$ cat src/logic/ic_config.svh
// ======================================================================
// Geometry of the instruction cache tag side. Line and way counts must
// be powers of two. Index and tag widths are derived in ic_addr_pkg,
// so only these four values change the cache shape.
// ======================================================================
`ifndef IC_CONFIG_SVH
`define IC_CONFIG_SVH

// Number of lines held in each way
`define IC_LINES 256

// Number of ways in a set
`define IC_WAYS 4

// Byte offset bits inside one line, 64 byte lines
`define IC_LOBIT 6

// Width of a byte code address
`define IC_ADDR_BITS 32

// With the values above the line index is address bits 13:6
// and the tag is address bits 31:14

`endif

$ cat src/logic/ic_addr_pkg.sv
// ======================================================================
// Code address types for the cache tag side. Widths follow the macros
// of ic_config.svh, and the helpers split a byte address into its parts.
// ======================================================================
package ic_addr_pkg;

	`include "ic_config.svh"

	// Derived field widths and the top bit of the line index
	localparam int IC_INDEX_BITS = $clog2(`IC_LINES);
	localparam int IC_WAY_BITS   = $clog2(`IC_WAYS);
	localparam int IC_HIBIT      = `IC_LOBIT + IC_INDEX_BITS - 1;
	localparam int IC_TAG_BITS   = `IC_ADDR_BITS - IC_HIBIT - 1;

	typedef logic [`IC_ADDR_BITS-1:0] code_addr_t;
	typedef logic [IC_INDEX_BITS-1:0] ic_index_t;
	typedef logic [IC_TAG_BITS-1:0]   ic_tag_t;
	typedef logic [IC_WAY_BITS-1:0]   ic_way_t;
	// One bit per way, bit n stands for way n
	typedef logic [`IC_WAYS-1:0]      ic_way_mask_t;

	// Line index bits of a byte address
	function automatic ic_index_t addr_index(input code_addr_t addr);
		return addr[IC_HIBIT:`IC_LOBIT];
	endfunction

	// Tag bits of a byte address
	function automatic ic_tag_t addr_tag(input code_addr_t addr);
		return addr[`IC_ADDR_BITS-1:IC_HIBIT+1];
	endfunction

endpackage

$ cat src/logic/ic_maint_pkg.sv
// ======================================================================
// Cache maintenance command word. The opcode sits in bits 31:30 in both
// views, so a decoder reads it before it picks the view to use.
// Reserved bits of the index view are ignored.
// ======================================================================
package ic_maint_pkg;

	import ic_addr_pkg::*;

	// Width of the word address carried by the address view
	localparam int IC_WORD_ADDR_BITS = $bits(code_addr_t) - 2;
	// Unused bits between opcode and way field in the index view
	localparam int IC_RSVD_BITS = IC_WORD_ADDR_BITS - IC_WAY_BITS - IC_INDEX_BITS;

	typedef enum logic [1:0] {
		NOP       = 2'd0,
		INV_ADDR  = 2'd1,
		INV_INDEX = 2'd2,
		INV_ALL   = 2'd3
	} maint_op_t;

	// Address view, the word address is the code address without its
	// two low byte bits
	typedef struct packed {
		maint_op_t                      op;
		logic [IC_WORD_ADDR_BITS-1:0]   word_addr;
	} maint_addr_view_t;

	// Index view names one way of one line directly
	typedef struct packed {
		maint_op_t                 op;
		logic [IC_RSVD_BITS-1:0]   rsvd;
		ic_way_t                   way;
		ic_index_t                 index;
	} maint_index_view_t;

	// The same 32-bit word seen through either view
	typedef union packed {
		maint_addr_view_t    addr;
		maint_index_view_t   idx;
	} maint_cmd_t;

endpackage

$ cat src/logic/ic_if.sv
// ======================================================================
// Internal buses of the tag side. Maintenance actions run from the
// decoder to the valid array. Lookup results run from the stores to hit
// detection, and the top level drives the looked-up index.
// ======================================================================
`timescale 1ns/100ps
`include "ic_config.svh"

// Invalidate actions, inv_line and inv_all are one-cycle pulses
interface ic_maint_if import ic_addr_pkg::*; ();
	logic          inv_line;
	logic          inv_all;
	ic_index_t     inv_index;
	ic_way_mask_t  inv_ways;

	modport source (output inv_line, output inv_all, output inv_index, output inv_ways);
	modport sink   (input inv_line, input inv_all, input inv_index, input inv_ways);
endinterface


$ cat src/logic/ic_maint_decode.sv
// ======================================================================
// Maintenance command decoder. A command is registered once and turns
// into a single action pulse in the next cycle. Reserved opcode space
// does not exist, every encoding has a meaning.
// ======================================================================
`timescale 1ns/100ps

module ic_maint_decode import ic_addr_pkg::*; import ic_maint_pkg::*; (
	input  logic        clk,
	input  logic        rst,
	input  logic        cmd_valid,
	input  maint_cmd_t  cmd,
	ic_maint_if.source  maint
);

	maint_op_t     op;
	ic_index_t     next_index;
	ic_way_mask_t  next_ways;

	// The opcode field is shared by both views
	assign op = cmd.addr.op;

	// Pick the view from the opcode and build index and way mask
	always_comb begin
		next_index = cmd.idx.index;
		next_ways  = '1;
		case (op)
			INV_ADDR: begin
				// Rebuild the byte address to find its line, every way is hit
				next_index = addr_index({cmd.addr.word_addr, 2'b00});
				next_ways  = '1;
			end
			INV_INDEX: begin
				next_index = cmd.idx.index;
				next_ways  = ic_way_mask_t'(1) << cmd.idx.way;
			end
			default: begin
				next_index = cmd.idx.index;
				next_ways  = '1;
			end
		endcase
	end

	// Action pulses, low out of reset
	always_ff @(posedge clk or posedge rst) begin
		if (rst) begin
			maint.inv_line <= 1'b0;
			maint.inv_all  <= 1'b0;
		end else begin
			maint.inv_line <= cmd_valid && (op == INV_ADDR || op == INV_INDEX);
			maint.inv_all  <= cmd_valid && (op == INV_ALL);
		end
	end

	// Target of the action, only meaningful while a pulse is high
	always_ff @(posedge clk) begin
		if (cmd_valid) begin
			maint.inv_index <= next_index;
			maint.inv_ways  <= next_ways;
		end
	end

	// The valid array treats the two pulses as exclusive
	a_one_action: assert property (@(posedge clk) disable iff (rst)
		!(maint.inv_line && maint.inv_all));

endmodule

$ cat src/flat_wrapper.sv
// flat-port wrapper written by rule: the top's interface ports become plain ports
module ic_maint_decode_flat import ic_addr_pkg::*; import ic_maint_pkg::*;
  (clk, rst, cmd_valid, cmd, maint_inv_line, maint_inv_all, maint_inv_index, maint_inv_ways);
  ic_maint_if maint_i ();
  input  logic clk;
  input  logic rst;
  input  logic cmd_valid;
  input  maint_cmd_t cmd;
  output wire logic [$bits(maint_i.inv_line)-1:0] maint_inv_line;
  output wire logic [$bits(maint_i.inv_all)-1:0] maint_inv_all;
  output wire logic [$bits(maint_i.inv_index)-1:0] maint_inv_index;
  output wire logic [$bits(maint_i.inv_ways)-1:0] maint_inv_ways;
  assign maint_inv_line = maint_i.inv_line;
  assign maint_inv_all = maint_i.inv_all;
  assign maint_inv_index = maint_i.inv_index;
  assign maint_inv_ways = maint_i.inv_ways;
  ic_maint_decode u_core (.clk(clk), .rst(rst), .cmd_valid(cmd_valid), .cmd(cmd), .maint(maint_i));
endmodule
$ cat config.mk
export PLATFORM = sky130hd
export DESIGN_NAME = ic_maint_decode_flat
export DESIGN_NICKNAME = d
export VERILOG_FILES = /design/src/logic/ic_addr_pkg.sv /design/src/logic/ic_maint_pkg.sv /design/src/logic/ic_if.sv /design/src/logic/ic_maint_decode.sv /design/src/flat_wrapper.sv
export VERILOG_INCLUDE_DIRS = /design/src /design/src/logic
export SDC_FILE = /design/constraint.sdc
export NUM_CORES = 1
export LEC_CHECK = 0
export ABC_CLOCK_PERIOD_IN_PS = 800
export BUFFER_PORTS_ARGS = -buffer_cell sky130_fd_sc_hd__buf_4
export CAP_MARGIN = 25
export CORE_AREA = 2 2 43 45
export DETAILED_ROUTE_END_ITERATION = 12
export DIE_AREA = 0 0 45 47
export PLACE_DENSITY_LB_ADDON = 0.15
export SLEW_MARGIN = 20
export SYNTH_ARGS = -nofsm -noshare
export SYNTH_HDL_FRONTEND = slang
export SYNTH_SLANG_ARGS = --single-unit
$ cat constraint.sdc
create_clock -name clk -period 0.8 [get_ports clk]
set_input_delay 0.04 -clock clk [delete_from_list [all_inputs] [get_ports clk]]
set_output_delay 0.04 -clock clk [all_outputs]
set_load 0.05 [all_outputs]
After elaboration in Yosys (flattened, before gate mapping). Cells that the tools add are included.

Output and inout port bits: 14. Register bits: 14.

Equality and inequality tests: 3. Mux-type cells: 1. Reductions and logical operators: 3. Shifts and indexed selects: 1.

Operators with widths (count): $mux W8 (1); $eq A2 B2 Y1 const B (2); $shl A1 B2 Y4 const A (1); $eq A2 B1 Y1 const B (1); $logic_and A1 B1 Y1 (2); $logic_or A1 B1 Y1 (1).

Logic depth before layout (Yosys ltp).
Depth in word-level cells: 3. Depth in mapped cells: 4. Mapped depth without buffers: 3.

Least setup slack after synthesis. Ideal clock, no wire load.

Path kind: in2reg. From: input cmd[31] in the netlist's numbering. To: register u_core.maint.inv_index[0] (data pin). Path slack: -0.118 ns. Arrival time: 0.658 ns. Stages on the path: 4. Required time: 0.540 ns. Path through: inv_1 ha_1 buf_6 mux2_4.

Word-level cells in the longest chain between the ends: 2.

Ends and longest elaborated chain: start: declaration (line flat_wrapper.sv:8) `input maint_cmd_t cmd;`; $eq A2 B1 Y1 (line ic_maint_decode.sv:27) `case (op)`; $mux W8 (line ic_maint_decode.sv:27); named net u_core.next_index[0] (line ic_maint_decode.sv:17) `ic_index_t next_index;`; end signal: assignment (line ic_maint_decode.sv:58) `maint.inv_index <= next_index;`; end: declaration (line ic_if.sv:16) `modport source (output inv_line, output inv_all, output inv_index, output inv_ways);`.

The timed path passes the listed nets, and every way through them passes these cells. A chain may end at the register's enable or synchronous reset.

Worst setup path in the final report.
From: register u_core.maint.inv_index[3]. To: output maint_inv_index[3].

RTL lines: end: declaration (line flat_wrapper.sv:11) `output wire logic [$bits(maint_i.inv_index)-1:0] maint_inv_index;`.

No word-level cell between the ends.

==> run_results.csv <==
group,metric,value,unit
route,via_count,411,
timing,setup_violations,14,
run_status,violations,"setup timing",
cts,clockBufferDepth,2,
yosys,synthTopCellsByArea,"edfxtp_1 57%, mux2_4 19%, dfrtp_1 7.9%, ha_1 6.0%, o21ai_0 3.2%",
worst_setup_path,crit_chain,"buf_6",
worst_setup_path,crit_type,"reg2out",
cts,clock_sinks,14,
cells_and_area,final_common_cell,"buf_4",
timing,finalCriticalPeriod,0.880,ns
yosys,synth_area,631,um^2
yosys,synth_top_family_by_area,"multiplexers",
route,drc_errors,0,
cts,cts_buffers,3,
yosys,synth_compound_area_frac,0.0317,
timing,tightest_slew,0.169,ns
worst_setup_path,critPathLaunchType,"register",
cts,cts_tree,"done",
timing,worst_slack,-0.0802,ns
power_and_ir_drop,p_leak,0.455,nW
run,maxCapViolCount,0,
timing,fin_setup_tns,-0.790,ns
floorplanning,initial_core_util,0.382,
cells_and_area,drive_gt1_frac,0.616,
timing,hold_violations,0,
cells_and_area,syn2layout_area_growth,57.7,%
place,portBuffers,30,
yosys,synth_nets,75,
route,drt_iter0_markers,9,
worst_setup_path,endpoint_kind,"primary output",
yosys,synthAdderAreaFrac,0.0595,
floorplanning,dieWidth,45,um
worst_setup_path,cp_slowest_cell,"edfxtp_1",
yosys,synth_cell_types,9,
timing,slew_headroom,0.886,
floorplanning,die_h,47,um
route,drtPass1Iterations,4,
yosys,syn_area_per_cell,17.0,um^2
timing,period_share,1.10,
yosys,synthCells,37,
global_routing,antenna_found_initial,0,
run_status,outcome,"complete, but fails checks",
timing,fmax,1140,MHz
yosys,yosysTopAreaCellShare,0.571,
worst_setup_path,cp_top_family,"flip-flops",
cts,h-tree-depth,1,
timing,rsz0062_at_grt,"true",
yosys,muxShareOfSynthArea,0.190,
route,antenna_left,0,
timing,hold_ws,0.0672,ns
place,place_congestion,0.628,
yosys,yosysSeqAreaShare,0.651,
route,routed_wl,989,um
yosys,synth_top_area_cell,"edfxtp_1",
global_routing,grt_max_degree,15,
yosys,yosys.area_share.simple,0.0198,
yosys,synth_seq_cells,14,
floorplanning,coreArea,0.00165,mm^2
cells_and_area,finish.utilization,0.602,
global_routing,overflow,0,
cells_and_area,antenna_cells,0,
worst_setup_path,crit_arrival,0.84,ns
power_and_ir_drop,p_per_area,1820,mW/mm^2
worst_setup_path,path_max_fanout,1,
place,dp_hpwl,786,um
yosys,yosysWarnings,0,
worst_setup_path,required,0.76,ns
floorplanning,ioPinCount,49,
global_routing,grt.total_usage,0.0991,
floorplanning,rows,15,
worst_setup_path,cp.buffers_inverters,1,
floorplanning,die-area,0.00212,mm^2
route,wire_per_inst,11.0,um
min_path,hold_path_class,"in2reg",
cells_and_area,final_cell_mix,"18 x buf_4, 14 x buf_6, 12 x edfxtp_1",
global_routing,grt_pass1_wl,1470,um
yosys,yosys.area_share.xor_xnor,0,
route,via_per_inst,4.57,
power_and_ir_drop,power,1.81,mW
cts,clock-root-buffer,"clkbuf_4",
power_and_ir_drop,ir_drop,0.000799,V
worst_setup_path,max_stage_delay,0.40,ns
timing,finalMaxSlewViolations,0,
cts,path_clk_slew,0.08,ns
cells_and_area,nets,112,
global_routing,grt_pass1_vias,393,
[final cells by class]
class	count	area, um^2
fillers	143	657
flip-flops and latches	14	410
repair buffers	33	303
multi-input cells	17	203
inverters	5	31.3
clock buffers	3	22.5
well taps	17	21.3
clock inverters	1	3.75
[cells in the mapped netlist]
master	number
mux2_4	8
buf_6	1
nor2b_1	1
o21ai_0	4
and2_1	1
inv_1	5
edfxtp_1	12
ha_1	3
dfrtp_1	2
[through the flow]
step | cell area, um^2 | setup WS [ns] | instances
after floorplan | 659 | -0.0689 | 37
after global placement | 906 | -0.218 | 85
after detailed placement | 906 | -0.225 | 85
after CTS | 995 | -0.0988 | 90
after global routing | 995 | -0.126 | 90
final | 995 | -0.0802 | 90
[cell families after synthesis]
| family | Yosys count |
|---|---|
| DFF | 14 |
| muxes | 8 |
| buffers and inverters | 6 |
| AOI/OAI and AO/OA | 4 |
| adders and majority gates | 3 |
| and+or+nand+nor | 2 |
[worst paths after layout]
path / start / to / slack (ns) / cells past startpoint
worst max-delay path: u_core.maint.inv_index[3] / maint_inv_index[3] / -0.08 / 1
min in group asynchronous: rst / u_core.maint.inv_all / 0.18 / 3
max in group asynchronous: rst / u_core.maint.inv_line / 0.52 / 3
worst min-delay path: cmd[10] / u_core.maint.inv_index[6] / 0.07 / 2
[state kept, by name, summed over array words and instances (netlist names)]
| signal | count |
|---|---|
| u_core.maint.inv_index | 8 |
| u_core.maint.inv_ways | 4 |
| u_core.maint.inv_all | 1 |
| u_core.maint.inv_line | 1 |
[per-layer routing]
| metal | vias to the layer above | track usage | part of all wire |
|---|---|---|---|
| li1 | 204 | - | - |
| met3 | 0 | 0.0346 | 0.088 |
| met1 | 187 | 0.107 | 0.35 |
| met5 | - | 0 | 0 |
| met2 | 20 | 0.180 | 0.56 |
| met4 | 0 | 0.0353 | 0 |
[power breakdown]
part | internal [mW] | switching (mW) | total, mW | leakage, nW
Combinational | 0.233 | 0.299 | 0.532 | 0.295
Sequential | 0.863 | 0.0259 | 0.889 | 0.145
Clock | 0.180 | 0.213 | 0.393 | 0.0154
Total | 1.28 | 0.537 | 1.81 | 0.455
[timing repair]
| action | 4_1_cts | 5_1_grt |
|---|---|---|
| cloned | 0 | 0 |
| resized for setup | 14 | 0 |
| buffers inserted | 0 | 0 |
| hold buffers | 1 | 0 |
| endpoints found under the setup margin | 14 | 14 |
| endpoints found under the hold margin | 2 | 0 |
Power figures use the tool's default switching activity.
