==> src/logic/ic_config.svh <==
// ======================================================================
// Geometry of the instruction cache tag side. Line and way counts must
// be powers of two. Index and tag widths are derived in ic_addr_pkg,
// so only these four values change the cache shape.
// ======================================================================
`ifndef IC_CONFIG_SVH
`define IC_CONFIG_SVH

// Number of lines held in each way
`define IC_LINES 256

// Number of ways in a set
`define IC_WAYS 4

// Byte offset bits inside one line, 64 byte lines
`define IC_LOBIT 6

// Width of a byte code address
`define IC_ADDR_BITS 32

// With the values above the line index is address bits 13:6
// and the tag is address bits 31:14

`endif

==> src/logic/ic_addr_pkg.sv <==
// ======================================================================
// Code address types for the cache tag side. Widths follow the macros
// of ic_config.svh, and the helpers split a byte address into its parts.
// ======================================================================
package ic_addr_pkg;

	`include "ic_config.svh"

	// Derived field widths and the top bit of the line index
	localparam int IC_INDEX_BITS = $clog2(`IC_LINES);
	localparam int IC_WAY_BITS   = $clog2(`IC_WAYS);
	localparam int IC_HIBIT      = `IC_LOBIT + IC_INDEX_BITS - 1;
	localparam int IC_TAG_BITS   = `IC_ADDR_BITS - IC_HIBIT - 1;

	typedef logic [`IC_ADDR_BITS-1:0] code_addr_t;
	typedef logic [IC_INDEX_BITS-1:0] ic_index_t;
	typedef logic [IC_TAG_BITS-1:0]   ic_tag_t;
	typedef logic [IC_WAY_BITS-1:0]   ic_way_t;
	// One bit per way, bit n stands for way n
	typedef logic [`IC_WAYS-1:0]      ic_way_mask_t;

	// Line index bits of a byte address
	function automatic ic_index_t addr_index(input code_addr_t addr);
		return addr[IC_HIBIT:`IC_LOBIT];
	endfunction

	// Tag bits of a byte address
	function automatic ic_tag_t addr_tag(input code_addr_t addr);
		return addr[`IC_ADDR_BITS-1:IC_HIBIT+1];
	endfunction

endpackage

==> src/logic/ic_if.sv <==
// ======================================================================
// Internal buses of the tag side. Maintenance actions run from the
// decoder to the valid array. Lookup results run from the stores to hit
// detection, and the top level drives the looked-up index.
// ======================================================================
`timescale 1ns/100ps
`include "ic_config.svh"


// State of one set as seen by the current fetch address
interface ic_lookup_if import ic_addr_pkg::*; ();
	ic_index_t                     look_index;
	ic_tag_t [`IC_WAYS-1:0]        way_tag;
	ic_way_mask_t                  way_valid;
	ic_tag_t                       ip_tag;

	// The tag store drives way_tag and ip_tag, the valid array drives
	// way_valid, both through this modport
	modport store (
		input  look_index,
		output way_tag,
		output way_valid,
		output ip_tag
	);

	modport compare (
		input way_tag,
		input way_valid,
		input ip_tag
	);
endinterface

==> src/logic/ic_hit_detect.sv <==
// ======================================================================
// Tag compare and hit register. Results appear one cycle after the
// fetch address. hit_way reads zero whenever hit is low.
// ======================================================================
`timescale 1ns/100ps
`include "ic_config.svh"

module ic_hit_detect import ic_addr_pkg::*; (
	input  logic          clk,
	input  logic          rst,
	ic_lookup_if.compare  look,
	output logic          hit,
	output ic_way_t       hit_way
);

	ic_way_mask_t  match;
	ic_way_t       match_way;

	// A way matches only when its tag is equal and its line is valid
	always_comb begin
		for (int w = 0; w < `IC_WAYS; w++) begin
			match[w] = look.way_valid[w] && (look.way_tag[w] == look.ip_tag);
		end
	end

	// Encode the matching way, at most one bit is set
	always_comb begin
		match_way = '0;
		for (int w = 0; w < `IC_WAYS; w++) begin
			if (match[w]) begin
				match_way = ic_way_t'(w);
			end
		end
	end

	// ==================================================================
	// Result registers
	// ==================================================================
	always_ff @(posedge clk or posedge rst) begin
		if (rst) begin
			hit     <= 1'b0;
			hit_way <= '0;
		end else begin
			hit     <= |match;
			hit_way <= match_way;
		end
	end

	// Fills only on a miss keep one tag out of two ways of a line
	a_single_match: assert property (@(posedge clk) disable iff (rst)
		$onehot0(match));

endmodule

==> src/flat_wrapper.sv <==
// flat-port wrapper written by rule: the top's interface ports become plain ports
module ic_hit_detect_flat import ic_addr_pkg::*;
  (clk, rst, hit, hit_way, look_way_tag, look_way_valid, look_ip_tag);
  ic_lookup_if look_i ();
  input  logic clk;
  input  logic rst;
  output logic hit;
  output ic_way_t hit_way;
  input wire logic [$bits(look_i.way_tag)-1:0] look_way_tag;
  input wire logic [$bits(look_i.way_valid)-1:0] look_way_valid;
  input wire logic [$bits(look_i.ip_tag)-1:0] look_ip_tag;
  assign look_i.way_tag = look_way_tag;
  assign look_i.way_valid = look_way_valid;
  assign look_i.ip_tag = look_ip_tag;
  ic_hit_detect u_core (.clk(clk), .rst(rst), .look(look_i), .hit(hit), .hit_way(hit_way));
endmodule
==> config.mk <==
export PLATFORM = sky130hd
export DESIGN_NAME = ic_hit_detect_flat
export DESIGN_NICKNAME = d
export VERILOG_FILES = /design/src/logic/ic_addr_pkg.sv /design/src/logic/ic_if.sv /design/src/logic/ic_hit_detect.sv /design/src/flat_wrapper.sv
export VERILOG_INCLUDE_DIRS = /design/src /design/src/logic
export SDC_FILE = /design/constraint.sdc
export NUM_CORES = 1
export LEC_CHECK = 0
export BUFFER_PORTS_ARGS = -buffer_cell sky130_fd_sc_hd__buf_2
export CAP_MARGIN = 20
export CORE_MARGIN = 3
export CORE_UTILIZATION = 41
export CTS_BUF_LIST = sky130_fd_sc_hd__clkbuf_16
export CTS_CLUSTER_SIZE = 30
export DETAILED_ROUTE_END_ITERATION = 16
export PLACE_DENSITY = 0.91
export SYNTH_ARGS = -nofsm -noshare
export SYNTH_HDL_FRONTEND = slang
export SYNTH_SLANG_ARGS = --single-unit
==> constraint.sdc <==
create_clock -name clk -period 0.8 [get_ports clk]
set_clock_uncertainty 0.1 [all_clocks]
set_input_delay 0.08 -clock clk [delete_from_list [all_inputs] [get_ports clk]]
set_output_delay 0.08 -clock clk [all_outputs]
set_load 0.005 [all_outputs]
Yosys cells after proc, flatten, opt, wreduce, memory -nomap -nowiden
Cells that the tools add are included.
- bits of input ports: 96
- output and inout port bits: 3
- register bits after elaboration: 3
- equal/unequal tests: 4
- mux-type cells: 3
- reductions and logical operators: 5
- operator list (kind ; number):
    $eq A18 B18 Y1 ; 4
    $logic_and A1 B1 Y1 ; 4
    $mux W2 ; 2
    $reduce_or A4 Y1 ; 1
    $mux W1 ; 1

Longest topological paths before layout
Gate-level depths: netlist of the first run.
- depth after elaboration: 5
- depth in mapped cells: 6

Least setup slack after synthesis of the first run
OpenSTA, ideal clock, no wires.
- path kind: input to register
- start point: input port look_ip_tag[6]
- end point: register u_core.hit_way[0]
- arrival time: 0.987 ns
- path slack: -0.412 ns
- data required time: 0.575 ns
- setup time: 0.125 ns
- stages: 6
- cell sequence: buf_4 -> xnor2_2 -> nand4_1 -> nor4_2 -> and4_1 -> o21ai_1
- word-level cells in the longest chain between the ends: 5
- RTL lines (element ; RTL line ; text):
    start: declaration ; flat_wrapper.sv:11 ; input wire logic [$bits(look_i.ip_tag)-1:0] look_ip_tag;
    $eq A18 B18 Y1 ; ic_hit_detect.sv:22 ; match[w] = look.way_valid[w] && (look.way_tag[w] == look.ip_tag);
    $logic_and A1 B1 Y1 ; ic_hit_detect.sv:22 ;
    $mux W1 ; ic_hit_detect.sv:30 ; if (match[w]) begin
    $mux W2 ; ic_hit_detect.sv:30 ;
    $mux W2 (*) ; ic_hit_detect.sv:30 ;
    named net u_core.match_way[0] ; ic_hit_detect.sv:17 ; ic_way_t match_way;
    end signal: assignment ; ic_hit_detect.sv:45 ; hit_way <= match_way;
    end: declaration ; ic_hit_detect.sv:13 ; output ic_way_t hit_way
Mark *: on every way through the listed nets, which the timed path passes. The rest lies on a longest branch.

Worst setup path in the final report of the first run
- start point: input port look_ip_tag[2]
- end point: register u_core.hit_way[0]
Same word-level chain as after synthesis.

==> results of run 1 <==
registers in the layout, summed over array words and instances, names as in the netlist:
register        count
u_core.hit_way      2
u_core.hit          1
area by class of cell:
| type | count | area share [%] |
|---|---|---|
| Multi-Input combinational cell | 100 | 53.3 |
| Timing Repair Buffer | 113 | 35.6 |
| Sequential cell | 3 | 4.26 |
| Clock buffer | 3 | 4.26 |
| Tap cell | 30 | 2.13 |
| Clock inverter | 1 | 0.213 |
| Inverter | 1 | 0.213 |
metal layers:
metal	vias to the layer above	GRT usage [%]	wire, um	part of all wire [%]
li1	599	-	-	-
met1	512	21.7	1230	35
met2	64	41.5	1970	56
met3	7	3.12	269	7.6
met4	0	9.27	64	1.8
met5	-	0	0	0
cell families (layout without fill, tap and decap cells):
kind of cell / count (synthesis) / count (layout)
XOR/XNOR: 72 / 72
AND/OR/NAND/NOR: 27 / 27
buffers and inverters: 19 / 118
flip-flops: 3 / 3
AO/OA/AOI/OAI: 1 / 1
metrics by stage:
step / hold slack, ps / setup WS, ps / power [mW] / area, um2
after floorplan: -266 / -378 / 0.685 / 1150
after global placement: -154 / -608 / 0.969 / 1600
after detailed placement: -145 / -607 / 0.987 / 1600
after CTS: 125 / -335 / 1.81 / 1730
after global routing: 135 / -425 / 1.92 / 1760
final: 110 / -345 / 1.82 / 1760
how the worst max path moves through the flow:
stage                    startpoint                end  slack [ps]
floorplan            look_ip_tag[2]  u_core.hit_way[0]        -380
global placement    look_ip_tag[15]         u_core.hit        -610
detailed placement  look_ip_tag[15]         u_core.hit        -610
CTS                  look_ip_tag[5]  u_core.hit_way[0]        -340
global route         look_ip_tag[5]  u_core.hit_way[0]        -430
finish               look_ip_tag[2]  u_core.hit_way[0]        -340
power groups by stage:
stage	clock network (mW)	registers (mW)	logic [mW]
after floorplan	0	0.155	0.530
after global placement	0	0.155	0.814
after detailed placement	0	0.155	0.832
after CTS	0.799	0.153	0.861
after global routing	0.820	0.153	0.944
final	0.787	0.153	0.876
what timing repair did:
item | CTS | global route
setup buffers | 1 | 0
hold buffers | 1 | 0
endpoints found under the hold margin | 3 | 0
pin swaps | 6 | 18
setup endpoints to repair | 6 | 6
resized for setup | 8 | 6
critical path: cells and delay by family:
family	cells	cell delay, ps
and+or+nand+nor	3	720
buffers and inverters	1	140
xor gates and xnor gates	1	140
AOI/OAI and AO/OA	1	70
cells in the mapped netlist (2+ instances only):
library cell  instances  area [um2]
nand4_1              21         131
dfrtp_1               3        75.1
buf_2                 5        25.0
xnor2_2               6        97.6
nor4_1                3        18.8
buf_6                 9         101
clkbuf_2              2        10.0
xnor2_1              65         569
==> results.sh, run 1 <==
export IMPL_status="finished with violations"
export IMPL_violations="negative setup slack"
export IMPL_grt_ovfl_total=0
export IMPL_wire_per_inst_um=14.1
export IMPL_nFillCells=210
export IMPL_final_cell_mix="buf_2, xnor2_1, nand4_1, buf_4, xnor2_2"
export IMPL_final_common_cell="buf_2"
export IMPL_syn_cell_area_um2=1100
export IMPL_dieArea_um2=3340
export IMPL_die_x_um=57.8
export IMPL_grt_max_degree=5
export IMPL_core_area_um2=2520
export IMPL_synth_compound_area_share_pct=0.455
export IMPL_max_cap_violations=0
export IMPL_slew_viol_final=0
export IMPL_clockPowerShare_pct=43.4
export IMPL_ant_nets=0
export IMPL_finalHoldViolCount=0
export IMPL_irDropWorstVdd_v=0.00125
export IMPL_clock_sinks=3
export IMPL_synthArstFlopShare_pct=100
export IMPL_finalCritPeriodShare_pct=143
export IMPL_crit_chain="buf_2, xnor2_2, nand4_1, nor4_2, and4_1, o21ai_1"
export IMPL_start_util_pct=43.7
export IMPL_crit_required_ps=800
export IMPL_fmax_mhz=874
export IMPL_critPathArrivalTime_ps=1140
export IMPL_antenna_found_initial=0
export IMPL_final_cells=251
export IMPL_p_leak_nw=0.818
export IMPL_place_inst=245
export IMPL_synth_cell_types=16
export IMPL_p_int_mw=1.32
export IMPL_min_to="u_core.hit_way[1]"
export IMPL_crit_path_max_fanout=4
export IMPL_synth_xor_area_share_pct=63.1
export IMPL_yosysSeqAreaShare_pct=6.82
export IMPL_firstDrtPassIters=4
export IMPL_period_needed_ps=1140
export IMPL_setup_viol=6
export IMPL_io_pins=99
export IMPL_path_clk_slew_ps=30
export IMPL_startpoint_type="primary input"
export IMPL_syn_num_nets=218
export IMPL_synthCells=122
export IMPL_cts_root_buf="clkbuf_16"
export IMPL_worstHoldPathCells=4
export IMPL_synthAdderAreaFrac_pct=0
export IMPL_grt_use_total_pct=21.1
export IMPL_wirelength_um=3530
export IMPL_layout_drive_gt1_share_pct=59.7
export IMPL_synthMuxAreaShare_pct=0
export IMPL_maxSlewHeadroom_pct=81.4
export IMPL_fin_nets=318
export IMPL_avgSynthCellArea_um2=9.03
export IMPL_min_path_type="primary input to flip-flop"
export IMPL_path_class="primary input to flip-flop"
export IMPL_hp_start="look_way_tag[63]"
export IMPL_p_sw_mw=0.498
export IMPL_fin_ws_ps=-345
export IMPL_row_count=18
export IMPL_end_kind="flip-flop"
export IMPL_antenna_cells=0
export IMPL_powerDensity_nw_per_um2=1030
export IMPL_ys_seq_elements=3
export IMPL_area_delta_synth_final_pct=60.1
export IMPL_postLayoutCoreUtil_pct=69.9
export IMPL_portBuffers=98
export IMPL_slowest_delay_ps=350
export IMPL_grt_pass1_vias=1266
export IMPL_viasPerCell=4.71
export IMPL_tightest_slew_ps=277
export IMPL_clockBufferDepth=2
export IMPL_cts_buffers=3
export IMPL_ys_warnings_count=0
export IMPL_hpwl_um=3160
export IMPL_multi_input_area_um2=940
export IMPL_drt_iter0_markers=23
export IMPL_rsz0062_at_grt="yes"
export IMPL_drc=0
export IMPL_cts_htree_levels=1
export IMPL_setup_tns_ps=-1180
export IMPL_gp_congestion=0.785
export IMPL_swShare_pct=27.4
export IMPL_synth_edf_count=0
export IMPL_synth_top_flop_cell="dfrtp_1"
export IMPL_dieHeight_um=57.8
export IMPL_pwr_share_comb_pct=48.2
export IMPL_synth_simple_area_share_pct=15.9
export IMPL_crit_path_top_delay_cell="nor4_2"
export IMPL_regArea_um2=75.1
export IMPL_p_seq_share_pct=8.4
export IMPL_grt_pass1_wl_um=5330
export IMPL_cts_tree="built"
export IMPL_synth_top_family_by_area="XOR/XNOR gates"
export IMPL_num_vias=1182
(Power assumes the default switching activity.)
==> run 2, diff against run 1 <==
--- a/config.mk
+++ b/config.mk
@@ -6,14 +6,14 @@
 export SDC_FILE = /design/constraint.sdc
 export NUM_CORES = 1
 export LEC_CHECK = 0
-export BUFFER_PORTS_ARGS = -buffer_cell sky130_fd_sc_hd__buf_2
 export CAP_MARGIN = 20
 export CORE_MARGIN = 3
-export CORE_UTILIZATION = 41
+export CORE_UTILIZATION = 57
 export CTS_BUF_LIST = sky130_fd_sc_hd__clkbuf_16
 export CTS_CLUSTER_SIZE = 30
 export DETAILED_ROUTE_END_ITERATION = 16
-export PLACE_DENSITY = 0.91
+export DONT_BUFFER_PORTS = 1
+export PLACE_DENSITY = 0.76
 export SYNTH_ARGS = -nofsm -noshare
 export SYNTH_HDL_FRONTEND = slang
 export SYNTH_SLANG_ARGS = --single-unit
==> constraint.sdc (replaced) <==
create_clock -name clk -period 1.17 [get_ports clk]
set_clock_uncertainty 0.1 [all_clocks]
set_input_delay 0.117 -clock clk [delete_from_list [all_inputs] [get_ports clk]]
set_output_delay 0.117 -clock clk [all_outputs]
set_load 0.005 [all_outputs]
==> results.sh, run 2 (same netlist as run 1, synthesis figures left out) <==
export IMPL_status="completed"
export IMPL_crit_path_top_delay_cell="nor4_2"
export IMPL_path_class="primary input to flip-flop"
export IMPL_portBuffers=0
export IMPL_crit_family="simple AND/OR/NAND/NOR gates"
export IMPL_cts_htree_levels=1
export IMPL_gp_congestion=0.770
export IMPL_drc=0
export IMPL_hpwl_um=2380
export IMPL_grt_use_total_pct=21.8
export IMPL_crit_required_ps=1170
export IMPL_cts_buffers=3
export IMPL_crit_buf_inv=0
export IMPL_wirelength_um=2610
export IMPL_wire_per_inst_um=19.4
export IMPL_clockBufferDepth=2
export IMPL_core_area_um2=1780
export IMPL_place_inst=129
export IMPL_largest_register="u_core.hit_way"
export IMPL_period_needed_ps=1030
export IMPL_reg_top3="u_core.hit_way: 2 flops, u_core.hit: 1 flops"
export IMPL_nFillCells=173
export IMPL_preCtsSetupSlack_ps=-79.6
export IMPL_ant_nets=0
export IMPL_grt_pass1_vias=946
export IMPL_final_cells=134
export IMPL_setup_tns_ps=0
export IMPL_io_pins=99
export IMPL_dieHeight_um=50.0
export IMPL_slowest_delay_ps=300
export IMPL_min_to="u_core.hit"
export IMPL_setup_viol=0
export IMPL_maxSlewHeadroom_pct=72.7
export IMPL_grt_pass1_wl_um=4150
export IMPL_dieArea_um2=2500
export IMPL_viasPerCell=5.96
export IMPL_die_x_um=50.0
export IMPL_start_util_pct=61.8
export IMPL_finalCritPeriodShare_pct=87.7
export IMPL_firstDrtPassIters=5
export IMPL_row_count=15
export IMPL_max_cap_violations=0
export IMPL_final_common_cell="xnor2_1"
export IMPL_grt_max_degree=5
export IMPL_drt_iter0_markers=2
export IMPL_final_cell_mix="xnor2_1, nand4_1, xnor2_2"
export IMPL_layout_drive_gt1_share_pct=12.8
export IMPL_path_clk_slew_ps=30
export IMPL_area_delta_synth_final_pct=-0.455
export IMPL_num_vias=798
export IMPL_startpoint_type="primary input"
export IMPL_critPathArrivalTime_ps=1020
export IMPL_fin_ws_ps=144
export IMPL_cts_tree="built"
export IMPL_clock_sinks=3
export IMPL_antenna_found_initial=0
export IMPL_postCtsSetupBuffers=0
export IMPL_irDropWorstVdd_v=0.000968
export IMPL_crit_path_max_fanout=4
export IMPL_rsz0062_at_grt="no"
export IMPL_tightest_slew_ps=406
export IMPL_grt_ovfl_total=0
export IMPL_crit_chain="xnor2_1, nand4_1, nor4_2, and4_1, o21ai_1"
export IMPL_p_leak_nw=0.330
export IMPL_end_kind="flip-flop"
export IMPL_slew_viol_final=0
export IMPL_powerDensity_nw_per_um2=853
export IMPL_worst_path_stages=5
export IMPL_postLayoutCoreUtil_pct=61.5
export IMPL_cts_resized=0
export IMPL_cts_root_buf="clkbuf_16"
export IMPL_finalHoldViolCount=0
export IMPL_worstHoldPathCells=3
export IMPL_hp_start="look_way_tag[12]"
export IMPL_fin_nets=206
export IMPL_fmax_mhz=975
export IMPL_min_path_type="primary input to flip-flop"
export IMPL_antenna_cells=0
export IMPL_largest_reg_flops=2
run 2: cell count changes in the layout (fill, tap and decap cells not counted):
cell     change
xnor2_2      -4
buf_6        -2
buf_4       -14
buf_8        -1
xnor2_1      +4
nor4_2       -2
nor4_1       +2
buf_2       -95
run 2: worst max-delay path by stage:
| stage | from | endpoint |
|---|---|---|
| 2_1_floorplan | look_ip_tag[2] | u_core.hit_way[0] |
| 3_3_place_gp | look_way_tag[69] | u_core.hit_way[0] |
| 3_5_place_dp | look_way_tag[39] | u_core.hit_way[0] |
| 4_1_cts | look_ip_tag[16] | u_core.hit_way[0] |
| 5_1_grt | look_ip_tag[4] | u_core.hit_way[0] |
| 6_report | look_ip_tag[16] | u_core.hit_way[0] |
run 2: what timing repair did:
item | in CTS | in global routing
setup endpoints to repair | 0 | 0
hold endpoints to repair | 3 | 0
hold buffers | 1 | 0
run 2: layer usage:
layer | GRT usage [%] | part of all wire, %
met5 | 0 | 0
met4 | 7.83 | 1.1
met3 | 5.74 | 8.9
met2 | 39.9 | 54
met1 | 23.8 | 36
run 2: power by group:
group	switching [mW]	internal, mW
Clock	0.0937	0.441
Sequential	0.000000926	0.105
Combinational	0.0869	0.209
Total	0.181	0.754
run 2: metrics by stage:
step | power [mW] | area (um2) | hold slack, ps
finish | 0.935 | 1100 | 39.5
global route | 0.990 | 1100 | 75.7
CTS | 0.947 | 1100 | 38.2
detailed placement | 0.401 | 1010 | -222
global placement | 0.398 | 1010 | -226
floorplan | 0.468 | 1150 | -229
run 2: final cells by class:
cell class	instances	area, um2	area share, %
clock buffer	3	75.1	6.85
tap	25	31.3	2.85
sequential	3	75.1	6.85
multi-input combinational	100	897	81.8
inverter	1	3.75	0.342
clock inverter	1	3.75	0.342
timing repair buffer	1	10.0	0.913
==> run 3, diff against run 2 <==
--- a/config.mk
+++ b/config.mk
@@ -8,12 +8,12 @@
 export LEC_CHECK = 0
 export CAP_MARGIN = 20
 export CORE_MARGIN = 3
-export CORE_UTILIZATION = 57
+export CORE_UTILIZATION = 40
 export CTS_BUF_LIST = sky130_fd_sc_hd__clkbuf_16
 export CTS_CLUSTER_SIZE = 30
 export DETAILED_ROUTE_END_ITERATION = 16
 export DONT_BUFFER_PORTS = 1
-export PLACE_DENSITY = 0.76
+export PLACE_DENSITY = 0.58
 export SYNTH_ARGS = -nofsm -noshare
 export SYNTH_HDL_FRONTEND = slang
 export SYNTH_SLANG_ARGS = --single-unit
==> results.sh, run 3 (same netlist as run 1, synthesis figures left out) <==
export IMPL_drc=0
export IMPL_end_kind="flip-flop"
export IMPL_wirelength_um=2720
export IMPL_timing_hold_ws_ps=45.3
export IMPL_startpoint_type="primary input"
export IMPL_final_common_cell="xnor2_1"
export IMPL_postPlaceCellArea_um2=1010
export IMPL_core_area_um2=2540
export IMPL_postCtsSetupBuffers=0
export IMPL_final_area_um2=1100
export IMPL_route_met2_wl_um=1440
export IMPL_irDropWorstVdd_v=0.00154
export IMPL_fin_nets=206
export IMPL_num_vias=765
export IMPL_crit_path_max_fanout=4
export IMPL_largest_register="u_core.hit_way"
export IMPL_fin_ws_ps=107
export IMPL_wire_per_inst_um=19.6
export IMPL_cts_buffers=3
export IMPL_drt_iter0_markers=26
export IMPL_setup_viol=0
export IMPL_postCtsHoldBufs=1
export IMPL_min_to="u_core.hit_way[1]"
export IMPL_setup_tns_ps=0
export IMPL_fmax_mhz=941
export IMPL_crit_required_ps=1210
export IMPL_largest_reg_flops=2
export IMPL_cts_tree="built"
export IMPL_min_path_type="primary input to flip-flop"
export IMPL_max_cap_violations=0
export IMPL_finalHoldViolCount=0
export IMPL_preCtsSetupSlack_ps=-91.1
export IMPL_path_class="primary input to flip-flop"
export IMPL_ant_nets=0
export IMPL_highest_layer="met3"
export IMPL_cts_htree_levels=1
export IMPL_cts_root_buf="clkbuf_16"
export IMPL_rsz0062_at_grt="no"
export IMPL_finalCritPeriodShare_pct=90.9
export IMPL_clock_sinks=3
export IMPL_grt_pass1_vias=911
export IMPL_worstHoldPathCells=3
export IMPL_die_x_um=58.5
export IMPL_dieArea_um2=3420
export IMPL_grt_pass1_wl_um=4110
export IMPL_final_cells=139
export IMPL_slew_viol_final=0
export IMPL_clockBufferDepth=2
export IMPL_io_pins=99
export IMPL_reg_top3="u_core.hit_way: 2 flops, u_core.hit: 1 flops"
export IMPL_grt_max_degree=5
export IMPL_grt_use_total_pct=15.7
export IMPL_viasPerCell=5.50
export IMPL_area_delta_synth_final_pct=0.114
export IMPL_path_clk_slew_ps=30
export IMPL_hp_start="look_way_tag[48]"
export IMPL_cts_resized=0
export IMPL_power_mw=0.926
export IMPL_hpwl_um=2550
export IMPL_maxSlewHeadroom_pct=78.8
export IMPL_dr_wl_met3_um=275
export IMPL_wl_met1_um=1000
export IMPL_antenna_found_initial=0
export IMPL_final_cell_mix="xnor2_1, nand4_1, xnor2_2"
export IMPL_dieHeight_um=58.5
export IMPL_postLayoutCoreUtil_pct=43.3
export IMPL_portBuffers=0
export IMPL_critPathArrivalTime_ps=1100
export IMPL_powerDensity_nw_per_um2=840
export IMPL_antenna_cells=0
export IMPL_firstDrtPassIters=4
export IMPL_gp_congestion=0.763
export IMPL_place_inst=134
export IMPL_status="completed"
export IMPL_p_leak_nw=0.330
export IMPL_row_count=18
export IMPL_period_needed_ps=1060
export IMPL_start_util_pct=43.3
export IMPL_layout_drive_gt1_share_pct=12.8
export IMPL_tightest_slew_ps=314
export IMPL_grt_ovfl_total=0
==> run 3: cell counts in the layout (fill, tap and decap cells not counted) <==
No cell type changed its count.
==> run 3: critical path: stages <==
cell and delay, ps:
xnor2_1 140, nand4_1 130, nor4_1 360, nand4_1 160, o21ai_1 180
==> run 3: power by group <==
part | internal (mW) | total (mW) | switching, mW | leakage [nW]
Clock | 0.440 | 0.525 | 0.0853 | 0.0423
Combinational | 0.209 | 0.296 | 0.0872 | 0.246
Sequential | 0.105 | 0.105 | 0.000000908 | 0.0419
==> run 3: layout make-up <==
class | instances | area [um2]
clock inverter | 1 | 3.75
multi-input combinational | 100 | 897
sequential | 3 | 75.1
inverter | 1 | 3.75
timing repair buffer | 1 | 10.0
clock buffer | 3 | 75.1
fill | 261 | 1440
tap | 30 | 37.5
==> run 3: worst max path at each step <==
| stage | startpoint | end | slack (ps) |
|---|---|---|---|
| after floorplan | look_ip_tag[2] | u_core.hit_way[0] | -50 |
| after global placement | look_way_tag[49] | u_core.hit_way[0] | -40 |
| after detailed placement | look_way_tag[49] | u_core.hit_way[0] | -90 |
| after CTS | look_way_tag[49] | u_core.hit_way[0] | 140 |
| after global routing | look_ip_tag[14] | u_core.hit_way[0] | 40 |
| final | look_ip_tag[14] | u_core.hit_way[0] | 110 |
==> run 3: metal layers <==
layer | global-route usage (%) | vias up
li1 | - | 373
met1 | 18.1 | 345
met2 | 29.2 | 47
met3 | 3.73 | 0
met4 | 3.31 | 0
met5 | 0 | -
